`src/hw/hacd_pkg.sv`:
```
// shared definitions for the page read path
// table geometry, page status codes and the ATT/list word layout
package hacd_pkg;

  // table geometry
  localparam int TBL_AW    = 6;              // table word index width
  localparam int TBL_DEPTH = 1 << TBL_AW;    // words in the table memory
  localparam int TBL_DW    = 20;             // bits per table word
  localparam int WAY_W     = 8;              // way number width
  localparam int STS_W     = 2;

  // host page numbers
  localparam int                HPPA_W    = 12;
  localparam logic [HPPA_W-1:0] HPPA_BASE = 12'h200;  // first valid host page

  // ATT region holds one entry per host page
  localparam int ATT_BASE    = 0;
  localparam int ATT_ENTRIES = 32;

  // list region holds the free and uncompressed list nodes
  localparam int TOL_BASE    = 32;
  localparam int TOL_ENTRIES = 31;  // last word is left unmapped

  localparam logic [TBL_AW-1:0] NULL_IDX     = '0;     // list terminator
  localparam logic [TBL_AW-1:0] UNMAPPED_IDX = 6'd63;  // hole above the list region

  // compressed slots are handed out from here upward
  localparam logic [WAY_W-1:0] CSLOT_INIT = 8'hC0;

  // page status codes
  localparam logic [STS_W-1:0] STS_DALLOC = 2'b00;
  localparam logic [STS_W-1:0] STS_UNCOMP = 2'b01;
  localparam logic [STS_W-1:0] STS_COMP   = 2'b10;

  typedef enum logic {
    TBL_RD  = 1'b0,
    TBL_UPD = 1'b1
  } tbl_op_e;

  // ATT view of a table word
  typedef struct packed {
    logic [TBL_DW-STS_W-WAY_W-1:0] spare;
    logic [STS_W-1:0]              sts;
    logic [WAY_W-1:0]              ppa;   // way when uncompressed, slot when compressed
  } att_word_t;

  // list node view of a table word
  typedef struct packed {
    logic [TBL_AW-1:0] next;   // table index of the next node, NULL_IDX ends the list
    logic [WAY_W-1:0]  way;
    logic [TBL_AW-1:0] owner;  // ATT index of the page living in this way
  } lst_word_t;

  // one stored word, decoded by region
  typedef union packed {
    att_word_t att;
    lst_word_t lst;
  } tbl_word_u;

endpackage

```
`src/hw/hawk_tbl_mem.sv`:
```
// ATT and list table storage
// req/ack responder for reads and updates plus list head registers and a config port
`timescale 1ns/1ns

module hawk_tbl_mem import hacd_pkg::*; (
  input  logic              clk_i,
  input  logic              rst_ni,
  // table port
  input  logic              tbl_req,
  input  tbl_op_e           tbl_op,
  input  logic [TBL_AW-1:0] tbl_addr,
  input  tbl_word_u         tbl_wdata,
  output logic              tbl_ack,
  output tbl_word_u         tbl_rdata,
  output logic              tbl_err,
  // list heads
  output logic [TBL_AW-1:0] free_head,
  input  logic              free_pop,
  output logic [TBL_AW-1:0] uncomp_head,
  input  logic              uncomp_pop,
  // preload port
  input  logic              cfg_we,
  input  logic [TBL_AW-1:0] cfg_addr,
  input  tbl_word_u         cfg_wdata,
  input  logic [TBL_AW-1:0] cfg_free_head,
  input  logic [TBL_AW-1:0] cfg_uncomp_head
);

  tbl_word_u mem [TBL_DEPTH];

  logic in_att;
  logic in_tol;
  logic mapped;
  logic new_req;

  assign in_att  = (tbl_addr >= TBL_AW'(ATT_BASE)) &&
                   (tbl_addr <  TBL_AW'(ATT_BASE + ATT_ENTRIES));
  assign in_tol  = (tbl_addr >= TBL_AW'(TOL_BASE)) &&
                   (tbl_addr <  TBL_AW'(TOL_BASE + TOL_ENTRIES));
  assign mapped  = in_att || in_tol;
  assign new_req = tbl_req && !tbl_ack;  // first cycle of a handshake

  // handshake and list heads
  always_ff @(posedge clk_i or negedge rst_ni) begin
    if (!rst_ni) begin
      tbl_ack     <= 1'b0;
      tbl_err     <= 1'b0;
      free_head   <= NULL_IDX;
      uncomp_head <= NULL_IDX;
    end else begin
      tbl_ack <= tbl_req;               // rises a cycle after req, falls a cycle after it drops
      if (new_req) tbl_err <= !mapped;
      if (cfg_we) begin
        free_head   <= cfg_free_head;
        uncomp_head <= cfg_uncomp_head;
      end else begin
        if (free_pop)   free_head   <= tbl_rdata.lst.next;   // node read just before
        if (uncomp_pop) uncomp_head <= tbl_rdata.lst.next;
      end
    end
  end

  // storage and read data
  always_ff @(posedge clk_i) begin
    if (new_req) tbl_rdata <= mem[tbl_addr];
    if (new_req && tbl_op == TBL_UPD && mapped) begin
      mem[tbl_addr] <= tbl_wdata;       // written on the ack edge
    end else if (cfg_we) begin
      mem[cfg_addr] <= cfg_wdata;       // host preload while the manager idles
    end
  end

endmodule

```
`src/hw/hawk_cmpresn_mngr.sv`:
```
// compression manager
// evicts the uncompressed list head into a compressed slot and returns its way
`timescale 1ns/1ns

module hawk_cmpresn_mngr import hacd_pkg::*; #(
  parameter int COMP_LAT = 6
) (
  input  logic              clk_i,
  input  logic              rst_ni,
  input  logic              cmp_trig,
  output logic              cmp_done,
  output logic [WAY_W-1:0]  cmp_way,
  input  logic [TBL_AW-1:0] uncomp_head,
  output logic              uncomp_pop,
  output logic              cm_req,
  output tbl_op_e           cm_op,
  output logic [TBL_AW-1:0] cm_addr,
  output tbl_word_u         cm_wdata,
  input  logic              tbl_ack,
  input  tbl_word_u         tbl_rdata
);

  localparam int CNT_W = $clog2(COMP_LAT) + 1;

  typedef enum logic [2:0] {C_IDLE, C_RD_LST, C_WAIT_LST, C_ENGINE, C_WR_ATT} cstate_e;

  cstate_e           state_q;
  logic [CNT_W-1:0]  cnt_q;
  logic [WAY_W-1:0]  slot_q;     // next free compressed slot
  logic [TBL_AW-1:0] owner_q;    // ATT index of the evicted page

  assign uncomp_pop = (state_q == C_WAIT_LST) && cm_req && tbl_ack;
  assign cm_op      = (state_q == C_WR_ATT) ? TBL_UPD : TBL_RD;
  assign cm_addr    = (state_q == C_WR_ATT) ? owner_q : uncomp_head;

  always_comb begin
    cm_wdata         = '0;
    cm_wdata.att.sts = STS_COMP;
    cm_wdata.att.ppa = slot_q;   // page now lives in this slot
  end

  always_ff @(posedge clk_i or negedge rst_ni) begin
    if (!rst_ni) begin
      state_q  <= C_IDLE;
      cnt_q    <= '0;
      slot_q   <= CSLOT_INIT;
      cm_req   <= 1'b0;
      cmp_done <= 1'b0;
    end else begin
      cmp_done <= 1'b0;
      case (state_q)
        C_IDLE:     if (cmp_trig && !cmp_done) state_q <= C_RD_LST;  // trig still high on done
        C_RD_LST:   if (!tbl_ack) begin
          cm_req  <= 1'b1;
          state_q <= C_WAIT_LST;
        end
        C_WAIT_LST: if (cm_req && tbl_ack) begin
          cm_req  <= 1'b0;
          cnt_q   <= CNT_W'(COMP_LAT - 1);
          state_q <= C_ENGINE;
        end
        C_ENGINE: begin                 // engine latency, no data moves
          if (cnt_q == '0) state_q <= C_WR_ATT;
          else cnt_q <= cnt_q - 1'b1;
        end
        C_WR_ATT: begin
          if (!cm_req && !tbl_ack) begin
            cm_req <= 1'b1;
          end else if (cm_req && tbl_ack) begin
            cm_req   <= 1'b0;
            slot_q   <= slot_q + 1'b1;
            cmp_done <= 1'b1;
            state_q  <= C_IDLE;
          end
        end
        default: state_q <= C_IDLE;
      endcase
    end
  end

  // evicted node payload
  always_ff @(posedge clk_i) begin
    if (uncomp_pop) begin
      cmp_way <= tbl_rdata.lst.way;
      owner_q <= tbl_rdata.lst.owner;
    end
  end

endmodule

```
`src/hw/hawk_decomp_mngr.sv`:
```
// decompression manager
// waits out the engine latency then maps the expanded page's ATT entry to its new way
`timescale 1ns/1ns

module hawk_decomp_mngr import hacd_pkg::*; #(
  parameter int DECOMP_LAT = 4
) (
  input  logic              clk_i,
  input  logic              rst_ni,
  input  logic              dcmp_trig,
  input  logic [WAY_W-1:0]  dcmp_way,
  input  logic [TBL_AW-1:0] dcmp_att_idx,
  output logic              dcmp_done,
  output logic              dm_req,
  output tbl_op_e           dm_op,
  output logic [TBL_AW-1:0] dm_addr,
  output tbl_word_u         dm_wdata,
  input  logic              tbl_ack
);

  localparam int CNT_W = $clog2(DECOMP_LAT) + 1;

  typedef enum logic [1:0] {D_IDLE, D_ENGINE, D_WR_ATT} dstate_e;

  dstate_e          state_q;
  logic [CNT_W-1:0] cnt_q;

  // trigger fields stay stable while the manager waits
  assign dm_op   = TBL_UPD;           // only ever writes
  assign dm_addr = dcmp_att_idx;

  always_comb begin
    dm_wdata         = '0;
    dm_wdata.att.sts = STS_UNCOMP;
    dm_wdata.att.ppa = dcmp_way;
  end

  always_ff @(posedge clk_i or negedge rst_ni) begin
    if (!rst_ni) begin
      state_q   <= D_IDLE;
      cnt_q     <= '0;
      dm_req    <= 1'b0;
      dcmp_done <= 1'b0;
    end else begin
      dcmp_done <= 1'b0;
      case (state_q)
        D_IDLE: if (dcmp_trig && !dcmp_done) begin
          cnt_q   <= CNT_W'(DECOMP_LAT - 1);
          state_q <= D_ENGINE;
        end
        D_ENGINE: begin
          if (cnt_q == '0) state_q <= D_WR_ATT;
          else cnt_q <= cnt_q - 1'b1;
        end
        D_WR_ATT: begin
          if (!dm_req && !tbl_ack) begin
            dm_req <= 1'b1;
          end else if (dm_req && tbl_ack) begin
            dm_req    <= 1'b0;
            dcmp_done <= 1'b1;       // single pulse back to the manager
            state_q   <= D_IDLE;
          end
        end
        default: state_q <= D_IDLE;
      endcase
    end
  end

endmodule

```
`src/hw/hawk_pgrd_mngr.sv`:
```
// page read manager
// walks the ATT for each host lookup, gets a way from the free list or by eviction
// and shares the table port with the compression and decompression managers
`timescale 1ns/1ns

module hawk_pgrd_mngr import hacd_pkg::*; (
  input  logic              clk_i,
  input  logic              rst_ni,
  // host lookup port
  input  logic              lkup_req,
  input  logic [HPPA_W-1:0] lkup_hppa,
  output logic              lkup_ack,
  output logic [WAY_W-1:0]  trnsl_ppa,
  output logic [STS_W-1:0]  trnsl_sts,
  output logic              trnsl_err,
  output logic              mgr_ready,
  // table port
  output logic              tbl_req,
  output tbl_op_e           tbl_op,
  output logic [TBL_AW-1:0] tbl_addr,
  output tbl_word_u         tbl_wdata,
  input  logic              tbl_ack,
  input  tbl_word_u         tbl_rdata,
  input  logic              tbl_err,
  input  logic [TBL_AW-1:0] free_head,
  output logic              free_pop,
  // compression manager
  output logic              cmp_trig,
  input  logic              cmp_done,
  input  logic [WAY_W-1:0]  cmp_way,
  input  logic              cm_req,
  input  tbl_op_e           cm_op,
  input  logic [TBL_AW-1:0] cm_addr,
  input  tbl_word_u         cm_wdata,
  // decompression manager
  output logic              dcmp_trig,
  output logic [WAY_W-1:0]  dcmp_way,
  output logic [TBL_AW-1:0] dcmp_att_idx,
  input  logic              dcmp_done,
  input  logic              dm_req,
  input  tbl_op_e           dm_op,
  input  logic [TBL_AW-1:0] dm_addr,
  input  tbl_word_u         dm_wdata
);

  typedef enum logic [3:0] {
    IDLE,
    LOOKUP_ATT,
    WAIT_ATT,
    DECODE,
    POP_FREE,
    WAIT_LST,
    TBL_UPDATE,
    COMPRESS,
    DECOMPRESS,
    RESPOND,
    BUS_ERROR
  } state_e;

  state_e            state_q;
  logic              own_req_q;   // manager's own table request
  logic [TBL_AW-1:0] att_idx_q;   // ATT index of the page being served
  tbl_word_u         att_q;       // ATT entry as read
  logic [WAY_W-1:0]  way_q;       // way obtained for the page

  logic [HPPA_W-1:0] hppa_ofs;
  logic              hppa_ok;
  logic              own_done;    // own handshake completes this cycle
  tbl_op_e           own_op;
  logic [TBL_AW-1:0] own_addr;
  tbl_word_u         own_wdata;

  assign hppa_ofs = lkup_hppa - HPPA_BASE;     // pages below the base wrap high
  assign hppa_ok  = hppa_ofs < HPPA_W'(ATT_ENTRIES);
  assign own_done = own_req_q && tbl_ack;

  // own request fields follow the state
  assign own_op   = (state_q == TBL_UPDATE) ? TBL_UPD : TBL_RD;
  assign own_addr = (state_q == POP_FREE || state_q == WAIT_LST) ? free_head : att_idx_q;

  always_comb begin
    own_wdata         = '0;
    own_wdata.att.sts = STS_UNCOMP;  // new entry always maps the obtained way
    own_wdata.att.ppa = way_q;
  end

  // table port requester mux
  always_comb begin
    case (state_q)
      COMPRESS: begin
        tbl_req   = cm_req;
        tbl_op    = cm_op;
        tbl_addr  = cm_addr;
        tbl_wdata = cm_wdata;
      end
      DECOMPRESS: begin
        tbl_req   = dm_req;
        tbl_op    = dm_op;
        tbl_addr  = dm_addr;
        tbl_wdata = dm_wdata;
      end
      default: begin
        tbl_req   = own_req_q;
        tbl_op    = own_op;
        tbl_addr  = own_addr;
        tbl_wdata = own_wdata;
      end
    endcase
  end

  assign free_pop     = (state_q == WAIT_LST) && own_done;  // head moves to next node
  assign cmp_trig     = (state_q == COMPRESS);
  assign dcmp_trig    = (state_q == DECOMPRESS);
  assign dcmp_way     = way_q;
  assign dcmp_att_idx = att_idx_q;

  // control FSM
  always_ff @(posedge clk_i or negedge rst_ni) begin
    if (!rst_ni) begin
      state_q   <= IDLE;
      own_req_q <= 1'b0;
      lkup_ack  <= 1'b0;
      trnsl_err <= 1'b0;
      mgr_ready <= 1'b0;
    end else begin
      case (state_q)
        IDLE: begin
          mgr_ready <= !lkup_req;
          if (lkup_req) state_q <= LOOKUP_ATT;
        end
        LOOKUP_ATT: if (!tbl_ack) begin  // previous handshake fully closed
          own_req_q <= 1'b1;
          state_q   <= WAIT_ATT;
        end
        WAIT_ATT: if (own_done) begin
          own_req_q <= 1'b0;
          trnsl_err <= tbl_err;
          state_q   <= tbl_err ? BUS_ERROR : DECODE;
        end
        DECODE: begin
          case (att_q.att.sts)
            STS_UNCOMP:           state_q <= RESPOND;   // hit
            STS_DALLOC, STS_COMP: state_q <= POP_FREE;  // both need a way first
            default: begin                              // reserved code is a corrupt entry
              trnsl_err <= 1'b1;
              state_q   <= BUS_ERROR;
            end
          endcase
        end
        POP_FREE: begin
          if (free_head == NULL_IDX) begin
            state_q <= COMPRESS;          // evict to free a way
          end else if (!tbl_ack) begin
            own_req_q <= 1'b1;
            state_q   <= WAIT_LST;
          end
        end
        WAIT_LST: if (own_done) begin
          own_req_q <= 1'b0;
          if (tbl_err) begin
            trnsl_err <= 1'b1;
            state_q   <= BUS_ERROR;
          end else begin
            state_q <= (att_q.att.sts == STS_COMP) ? DECOMPRESS : TBL_UPDATE;
          end
        end
        TBL_UPDATE: begin
          if (!own_req_q && !tbl_ack) begin
            own_req_q <= 1'b1;
          end else if (own_done) begin
            own_req_q <= 1'b0;
            trnsl_err <= tbl_err;
            state_q   <= tbl_err ? BUS_ERROR : RESPOND;
          end
        end
        COMPRESS: if (cmp_done) begin
          state_q <= (att_q.att.sts == STS_COMP) ? DECOMPRESS : TBL_UPDATE;
        end
        DECOMPRESS: if (dcmp_done) state_q <= RESPOND;  // ATT already rewritten
        RESPOND: begin
          if (!lkup_ack) begin
            lkup_ack <= 1'b1;
          end else if (!lkup_req) begin   // hold ack until the host lets go
            lkup_ack <= 1'b0;
            state_q  <= IDLE;
          end
        end
        BUS_ERROR: begin                  // sticky, every lookup answered with err
          if (lkup_req && !lkup_ack) lkup_ack <= 1'b1;
          else if (!lkup_req && lkup_ack) lkup_ack <= 1'b0;
        end
        default: state_q <= IDLE;
      endcase
    end
  end

  // lookup context and response
  always_ff @(posedge clk_i) begin
    if (state_q == IDLE && lkup_req) begin
      att_idx_q <= hppa_ok ? TBL_AW'(ATT_BASE) + hppa_ofs[TBL_AW-1:0] : UNMAPPED_IDX;
    end
    if (state_q == WAIT_ATT && own_done) att_q <= tbl_rdata;
    if (free_pop) begin
      way_q <= tbl_rdata.lst.way;
    end else if (state_q == COMPRESS && cmp_done) begin
      way_q <= cmp_way;                   // evicted page's way
    end
    if (state_q == DECODE) begin
      trnsl_ppa <= att_q.att.ppa;
      trnsl_sts <= att_q.att.sts;
    end else if (state_q == TBL_UPDATE || state_q == DECOMPRESS) begin
      trnsl_ppa <= way_q;
      trnsl_sts <= STS_UNCOMP;
    end
  end

endmodule

```
`src/hw/hawk_pgrd_top.sv`:
```
// page read subsystem top
// lookup manager, compression and decompression managers around the table memory
`timescale 1ns/1ns

module hawk_pgrd_top import hacd_pkg::*; #(
  parameter int COMP_LAT   = 6,
  parameter int DECOMP_LAT = 4
) (
  input  logic              clk_i,
  input  logic              rst_ni,
  input  logic              lkup_req,
  input  logic [HPPA_W-1:0] lkup_hppa,
  output logic              lkup_ack,
  output logic [WAY_W-1:0]  trnsl_ppa,
  output logic [STS_W-1:0]  trnsl_sts,
  output logic              trnsl_err,
  output logic              mgr_ready,
  input  logic              cfg_we,
  input  logic [TBL_AW-1:0] cfg_addr,
  input  tbl_word_u         cfg_wdata,
  input  logic [TBL_AW-1:0] cfg_free_head,
  input  logic [TBL_AW-1:0] cfg_uncomp_head
);

  // shared table port
  logic              tbl_req;
  tbl_op_e           tbl_op;
  logic [TBL_AW-1:0] tbl_addr;
  tbl_word_u         tbl_wdata;
  logic              tbl_ack;
  tbl_word_u         tbl_rdata;
  logic              tbl_err;

  // list heads
  logic [TBL_AW-1:0] free_head;
  logic              free_pop;
  logic [TBL_AW-1:0] uncomp_head;
  logic              uncomp_pop;

  // compression manager side
  logic              cmp_trig;
  logic              cmp_done;
  logic [WAY_W-1:0]  cmp_way;
  logic              cm_req;
  tbl_op_e           cm_op;
  logic [TBL_AW-1:0] cm_addr;
  tbl_word_u         cm_wdata;

  // decompression manager side
  logic              dcmp_trig;
  logic [WAY_W-1:0]  dcmp_way;
  logic [TBL_AW-1:0] dcmp_att_idx;
  logic              dcmp_done;
  logic              dm_req;
  tbl_op_e           dm_op;
  logic [TBL_AW-1:0] dm_addr;
  tbl_word_u         dm_wdata;

  hawk_pgrd_mngr u_pgrd_mngr (.*);

  hawk_tbl_mem u_tbl_mem (.*);

  hawk_cmpresn_mngr #(.COMP_LAT(COMP_LAT)) u_cmpresn_mngr (.*);

  hawk_decomp_mngr #(.DECOMP_LAT(DECOMP_LAT)) u_decomp_mngr (.*);

endmodule

```
`config.mk`:
```
export PLATFORM = sky130hd
export DESIGN_NAME = hawk_pgrd_top
export DESIGN_NICKNAME = d
export VERILOG_FILES = /design/src/hw/hacd_pkg.sv /design/src/hw/hawk_tbl_mem.sv /design/src/hw/hawk_cmpresn_mngr.sv /design/src/hw/hawk_decomp_mngr.sv /design/src/hw/hawk_pgrd_mngr.sv /design/src/hw/hawk_pgrd_top.sv
export SDC_FILE = /design/constraint.sdc
export NUM_CORES = 2
export LEC_CHECK = 0
export BUFFER_PORTS_ARGS = -buffer_cell sky130_fd_sc_hd__buf_2
export CAP_MARGIN = 20
export CORE_ASPECT_RATIO = 1.1
export CORE_UTILIZATION = 55
export CTS_CLUSTER_SIZE = 25
export DETAILED_ROUTE_END_ITERATION = 8
export GPL_ROUTABILITY_DRIVEN = 0
export PLACE_DENSITY = 0.71
export SYNTH_ARGS = -nofsm -noshare
export SYNTH_HDL_FRONTEND = slang
export SYNTH_SLANG_ARGS = --single-unit
```
`constraint.sdc`:
```
create_clock -name clk_i -period 10.4 [get_ports clk_i]
set_input_delay 2.08 -clock clk_i [delete_from_list [all_inputs] [get_ports clk_i]]
set_output_delay 2.08 -clock clk_i [all_outputs]
set_load 0.02 [all_outputs]
```
-- Word-level counts from Yosys, hierarchy flattened
Memory sizes are Yosys's and may differ from the RTL's. A register that Yosys moved wholly into a read port is not among the register bits.
Cells that the tools add are included.
- bits in registers: 94
- input bits: 54
- logic and storage cells: 238
- memories kept: 1
- memory bits (writable): 1280
- output and inout bits: 13
- memories (name ; depth ; bits a word ; read ports ; clocked after Yosys merged registers in ; wr ports ; RTL line ; text):
    u_tbl_mem.mem ; 64 ; 20 ; 1 ; 1 ; 1 ; hawk_tbl_mem.sv:29 ; tbl_word_u mem [TBL_DEPTH];
- bitwise operators: 2
- order comparisons: 5
- reductions and logical operators: 66
- mux-type cells: 90
- $add $sub $neg: 4
- equality and inequality tests: 45
- operators with widths (cell ; count):
    two-way mux 4 bit ; 17
    one-hot mux 4 bit (11 select lines) ; 1
    two-way mux 6 bit ; 7
    two-way mux 1 bit ; 32
    two-way mux 8 bit ; 4
    inequality test 2 bit (second input constant) ; 15
    two-way mux 3 bit ; 8
    logical AND 1 bit ; 21
    two-way mux 20 bit ; 1
    inequality test 2 x 1 -> 1 bit (second input constant) ; 10
    OR reduction 20 bit ; 1
    equality test 4 x 3 -> 1 bit (second input constant) ; 4
    one-hot mux 4 bit (2 select lines) ; 2
    nonzero test 2 bit ; 8
    one-hot mux 3 bit (5 select lines) ; 1
    two-way mux 2 bit ; 7
    equality test 4 bit (second input constant) ; 3
    less-than comparator 12 x 6 -> 1 bit (second input constant) ; 1
    less-than comparator 6 bit (second input constant) ; 2
    one-hot mux 6 bit (2 select lines) ; 1
    AND reduction 12 bit ; 1
    subtractor 12 x 10 -> 12 bit (second input constant) ; 1
    two-way mux 10 bit ; 1
    zero test 1 bit ; 9
    34 further kinds ; 54

-- Depth between registers and ports, before layout
- word-level depth: 12
- mapped depth: 15
- depth with buffers taken out: 8

-- By module
Synthesis repeated with hierarchy kept, for this count alone.
- cell total of the unflattened synthesis: 2843
- area total of the unflattened synthesis: 55941.2 µm²
- by module, submodules not included (module ; cells each ; instances ; sequential area each (µm²) ; area an instance (µm²)):
    hawk_tbl_mem ; 2396 ; 1 ; 39387.8 ; 51227.9
    hawk_pgrd_mngr ; 247 ; 1 ; 1221.2 ; 2591.2
    hawk_cmpresn_mngr ; 133 ; 1 ; 848.3 ; 1496.4
    hawk_decomp_mngr ; 67 ; 1 ; 175.2 ; 625.6

-- Worst setup path before layout
No wires, ideal clock.
- path kind: input port to flip-flop
- start: input port cfg_we
- end: memory u_tbl_mem.mem[0][0] in the netlist's numbering (data pin)
- arrival time: 4.817 ns
- library setup time: 0.588 ns
- data required time: 9.812 ns
- buffers on the path: 3
- stages on the path: 5
- slack: 4.995 ns
- path through: clkbuf_1 > clkbuf_1 > nand2_1 > buf_2 > a31oi_1
- longest elaborated chain between the ends: 5
- ends and longest elaborated chain (item ; RTL line ; text):
    start, declared ; hawk_pgrd_top.sv:18 ; input logic cfg_we,
    two-way mux 1 bit ; hawk_tbl_mem.sv:68 ; end else if (cfg_we) begin
    two-way mux 1 bit ; hawk_tbl_mem.sv:66 ; if (new_req && tbl_op == TBL_UPD && mapped) begin
    two-way mux 1 bit (not written as such) ; hawk_tbl_mem.sv:69 ; mem[cfg_addr] <= cfg_wdata;
    OR reduction 20 bit (no line) ; - ;
    two-way mux 20 bit (no line) ; - ;
    end, declared ; hawk_tbl_mem.sv:29 ;
No other way between the ends.

-- Worst setup path after layout
- start: register u_pgrd_mngr.state_q[2]
- end: memory u_tbl_mem.mem[14][10] in the netlist's numbering (enable)
- longest elaborated chain between the ends: 12
- ends and longest elaborated chain (item ; RTL line ; text):
    start, declared ; hawk_pgrd_mngr.sv:60 ; state_e state_q;
    start signal, assigned ; hawk_pgrd_mngr.sv:138 ; state_q <= tbl_err ? BUS_ERROR : DECODE;
    start signal, assigned ; hawk_pgrd_mngr.sv:164 ; state_q <= (att_q.att.sts == STS_COMP) ? DECOMPRESS : TBL_UPDATE;
    start signal, assigned ; hawk_pgrd_mngr.sv:173 ; state_q <= tbl_err ? BUS_ERROR : RESPOND;
    equality test 4 x 3 -> 1 bit ; hawk_pgrd_mngr.sv:79 ; assign own_addr = (state_q == POP_FREE || state_q == WAIT_LST) ? free_head : att_idx_q;
    logical OR 1 bit ; hawk_pgrd_mngr.sv:79 ;
    two-way mux 6 bit ; hawk_pgrd_mngr.sv:79 ;
    one-hot mux 6 bit (2 select lines) ; hawk_pgrd_mngr.sv:89 ; case (state_q)
    >= comparator 6 x 1 -> 1 bit (tied with other cells) ; hawk_tbl_mem.sv:36 ; assign in_att = (tbl_addr >= TBL_AW'(ATT_BASE)) &&
    logical AND 1 bit (on tied branches) ; hawk_tbl_mem.sv:36, hawk_tbl_mem.sv:38 ;
    logical OR 1 bit ; hawk_tbl_mem.sv:40 ; assign mapped = in_att || in_tol;
    logical AND 1 bit ; hawk_tbl_mem.sv:66 ;
    two-way mux 1 bit ; hawk_tbl_mem.sv:66 ;
    two-way mux 1 bit (not written as such) ; hawk_tbl_mem.sv:69 ;
    OR reduction 20 bit (no line) ; - ;
    two-way mux 6 bit (no line) or two-way mux 1 bit (tied branches) ; - ;
Parallel ways exist; a longest one is shown, timed or not.

==> summary.md <==
| Metric | Value |
|---|---|
| Final HPWL DP | 84,000 um |
| Gr busiest metal | met2 |
| Crit-path slowest cell | nor2_2 |
| Initial drt markers | 4,456 |
| ANT nets after route | 0 |
| Required time of the critical path | 10.75 ns |
| Flops & latches, synth | 1,394 |
| CP Class | reg -> reg |
| R2R Path Start | u_pgrd_mngr.state_q[2] |
| Total Routing Usage GR | 28.4% |
| Total CTS buffers | 135 |
| Layout cell share with drive strength beyond 1 | ~18% |
| WL final | ~140,000 um |
| Vias post-DR | 31,738 |
| Power Total | 14.1 mW |
| Largest net degree at the start of global routing | 140 |
| Register area share after synthesis | between 70% and 80% |
| Max Clk Rate | 0.148 GHz |
| Antenna violations before repair | 2 |
| Post-Syn Instances | 3,384 |
| Async SR Flop Fraction | 3.30% |
| Slew @ Worst Pin | 1.21 ns |
| Cells on Worst Hold Path | 0 |
| Ys Warns | 0 |
| Vias in the first global route | ~30,000 |
| Design area | roughly 62,000 um2 |
| Nets | 3,563 |
| TritonRoute pass-1 iters | 7 |
| Net Count, Synth | 3,446 |
| Max Root-Sink Buffers | 3 |
| CP Capture Type | flip-flop |
| EDFF count, synth | 1,348 |
| PortBufs | 66 |
| Critical-path cell list | nor2b_1, nand3_1, o211a_2, nor2_4, buf_4, a31o_2, a41oi_1, nand2b_1, nor2_2 |
| Die Wd | 304 um |
| Critical Path Max Stage Delay | 1.11 ns |
| CTS H-tree depth | 4 |
| Clock sink count | ~1,400 |
| Met1 usage | 39.9% |
| Grt total ovfl | 0 |
| DRC | 0 |
| Post-CTS Setup Inserts | 0 |
| Io pins | between 60 and 70 |
| Worst Hold Path EP | u_pgrd_mngr.att_q[1] |
| Synth area leaders | edfxtp_1 74%, mux4_2 6.8%, nand2_1 4.3% |
| Period utilization | about two thirds |
| CTS resizes | 0 |
| Area Overhead vs Synth | 12.6% |
| Dpl cell area | 57,200 um2 |
| PwrDens | 227 nW/um2 |
| CP Max Fanout | 60 |
| Primary FF master, synth | edfxtp_1 |
| Die area | about 100,000 um2 |
| FP Rows | around 120 |
| Max-slew headroom | 18.6% |
| Clock root cell | clkbuf_16 |
| Initial Util | 55.6% |
| CTS tree | yes |
| Diodes inserted | 0 |
| R2R setup slack | around 3.6 ns |
| Commonest non-fill, non-tap cell in the layout | edfxtp_1 |
| Yosys top cell area share | between 70% and 80% |
| Core Util, Final | 62.6% |
| CORE AREA | 99,000 um2 |
| DR WL/cell | 29.3 um |
| Worst hold path class | reg -> reg |
| Worst Setup Start Kind | flip-flop |
| Pleak | 20.4 nW |
| CTS Hold Bufs | 0 |
| # setup viols final | 0 |
| Synth Area per Inst | 16.3 um2 |
| Die height | 334 um |
| Clk slew on worst S/H paths | 0.06 ns |
| RSZ-0062 raised after global routing | false |
| Maximum vdd drop | approximately 0.14 mV |
| Yosys top cell by area | edfxtp_1 |
| Crit path DAT | 7.11 ns |
| Clock Skew | 0.0299 ns |
| Setup_tns | 0 ns |
| Commonest non-fill, non-tap cells in the layout | 1,348 x edfxtp_1, 631 x nand2_1, 167 x mux4_2, 148 x a21oi_1, 148 x nand3_1 |
| Global-route wire length before repair | 205,000 um |
| Netlist cell types | 77 |
| Worst r2r path cells | 9 |
| Met2 Usage GRT | 42.8% |
| Status | complete, no violations |
| Slew Limit Fails | 0 |
| Cell area after synthesis | 55,000 um2 |
| Critical R2R Capture | u_tbl_mem.mem[14][10] |
| Hold Vio Cnt, Final | 0 |
| Via density | 6.48 |
| # Max-Cap Violations | 0 |
| Min-delay src | u_tbl_mem.tbl_rdata[1] |
| Clock latency at the later pin of the worst-skew pair | 0.75 ns |
| Fin crit period | 6.76 ns |
| M3 GR Usage | 4.96% |
[synthesized netlist by cell type, drive strengths merged, types with 3 or more instances]
library cell and count:
o22ai 6, dfrtp 44, or3 3, clkbuf 106, inv 27, o2111ai 5
a31oi 70, a31o 6, buf 98, nor2b 4, a32o 16, mux2 11
xnor2 8, a221o 14, nand2b 15, mux4 167, a311oi 6, a211oi 25
o21ai 47, a21oi 149, o211a 4, nor3 12, mux2i 55, nand2 631
nand3 149, and3 29, nor4 7, o311ai 33, a22o 15, a22oi 50
or2 9, nand4 15, a32oi 26, edfxtp 1348, o211ai 7, ha 8
a221oi 7, nor2 118, a41oi 4
[power breakdown]
| group | internal [mW] | switching, mW |
|---|---|---|
| clock | 2.64 | 2.08 |
| sequential | 6.49 | 0.174 |
| combinational | 0.828 | 1.89 |
| total | 9.95 | 4.14 |
[layout make-up]
class,count,area (um2)
fill,6812,37000
clock buffer,170,3540
tap,1291,1620
timing repair buffer,184,1640
clock inverter,71,683
inverter,27,101
sequential,1394,41600
multi-input combinational,1759,12800
[cells by family (layout without fill, tap and decap cells)]
| family | count (synthesis) | after routing | synth area share [%] |
|---|---|---|---|
| fa+ha+maj | 8 | 8 | 0.182 |
| xor+xnor | 9 | 9 | 0.143 |
| flops | 1394 | 1394 | 75.7 |
| simple gates | 1000 | 1000 | 7.66 |
| mux | 233 | 233 | 8.06 |
| buf+inv | 231 | 452 | 1.93 |
| compound gates | 509 | 509 | 6.36 |
[worst max-delay path by stage]
stage / from / to / slack [ns] / depth (start not counted)
after floorplan: cfg_we / u_tbl_mem.mem[0][0] / 4.99 / 5
after global placement: u_pgrd_mngr.state_q[2] / u_tbl_mem.mem[8][16] / 3.84 / 9
after detailed placement: u_pgrd_mngr.state_q[2] / u_tbl_mem.mem[8][4] / 3.76 / 9
after CTS: u_pgrd_mngr.state_q[2] / u_tbl_mem.mem[48][10] / 3.70 / 9
after global routing: u_pgrd_mngr.state_q[2] / u_tbl_mem.mem[28][10] / 3.46 / 9
final: u_pgrd_mngr.state_q[2] / u_tbl_mem.mem[14][10] / 3.64 / 9
[critical path, delay by kind of cell (launching register included)]
family | cells | cell delay, ns
compound gates | 3 | 1.94
buf+inv | 1 | 0.64
flops | 1 | 0.71
simple gates | 5 | 3.03
[flip-flops by register name, indices dropped and copies added, names as in the netlist, 2 cells and up]
| register | cells |
|---|---|
| u_pgrd_mngr.att_q | 10 |
| u_cmpresn_mngr.state_q | 3 |
| u_pgrd_mngr.dcmp_way | 8 |
| u_pgrd_mngr.trnsl_sts | 2 |
| u_tbl_mem.mem | 1280 |
| u_pgrd_mngr.state_q | 4 |
| u_cmpresn_mngr.cnt_q | 4 |
| u_decomp_mngr.state_q | 2 |
| u_decomp_mngr.cnt_q | 3 |
| u_cmpresn_mngr.cmp_way | 8 |
| u_pgrd_mngr.dcmp_att_idx | 6 |
| u_pgrd_mngr.trnsl_ppa | 8 |
| u_tbl_mem.free_head | 6 |
| u_tbl_mem.uncomp_head | 6 |
| u_cmpresn_mngr.slot_q | 8 |
| u_tbl_mem.tbl_rdata | 20 |
| u_cmpresn_mngr.owner_q | 6 |
[metrics by stage]
| step | cells | hold slack, ns | worst slack (ns) |
|---|---|---|---|
| 2_1_floorplan | 3384 | 0.421 | 4.99 |
| 3_3_place_gp | 4601 | 0.439 | 3.84 |
| 3_5_place_dp | 4617 | 0.446 | 3.76 |
| 4_1_cts | 4858 | 0.473 | 3.70 |
| 5_1_grt | 4896 | 0.486 | 3.46 |
| 6_report | 4896 | 0.482 | 3.64 |
[metal layers]
metal  vias to the layer above  wire length (um)
met5                         -                 7
met4                         2              7950
met3                       314             15000
met2                      2016             66800
met1                     15958             53700
li1                      13448                 -
Note: power is estimated with default switching activity, not from simulation.
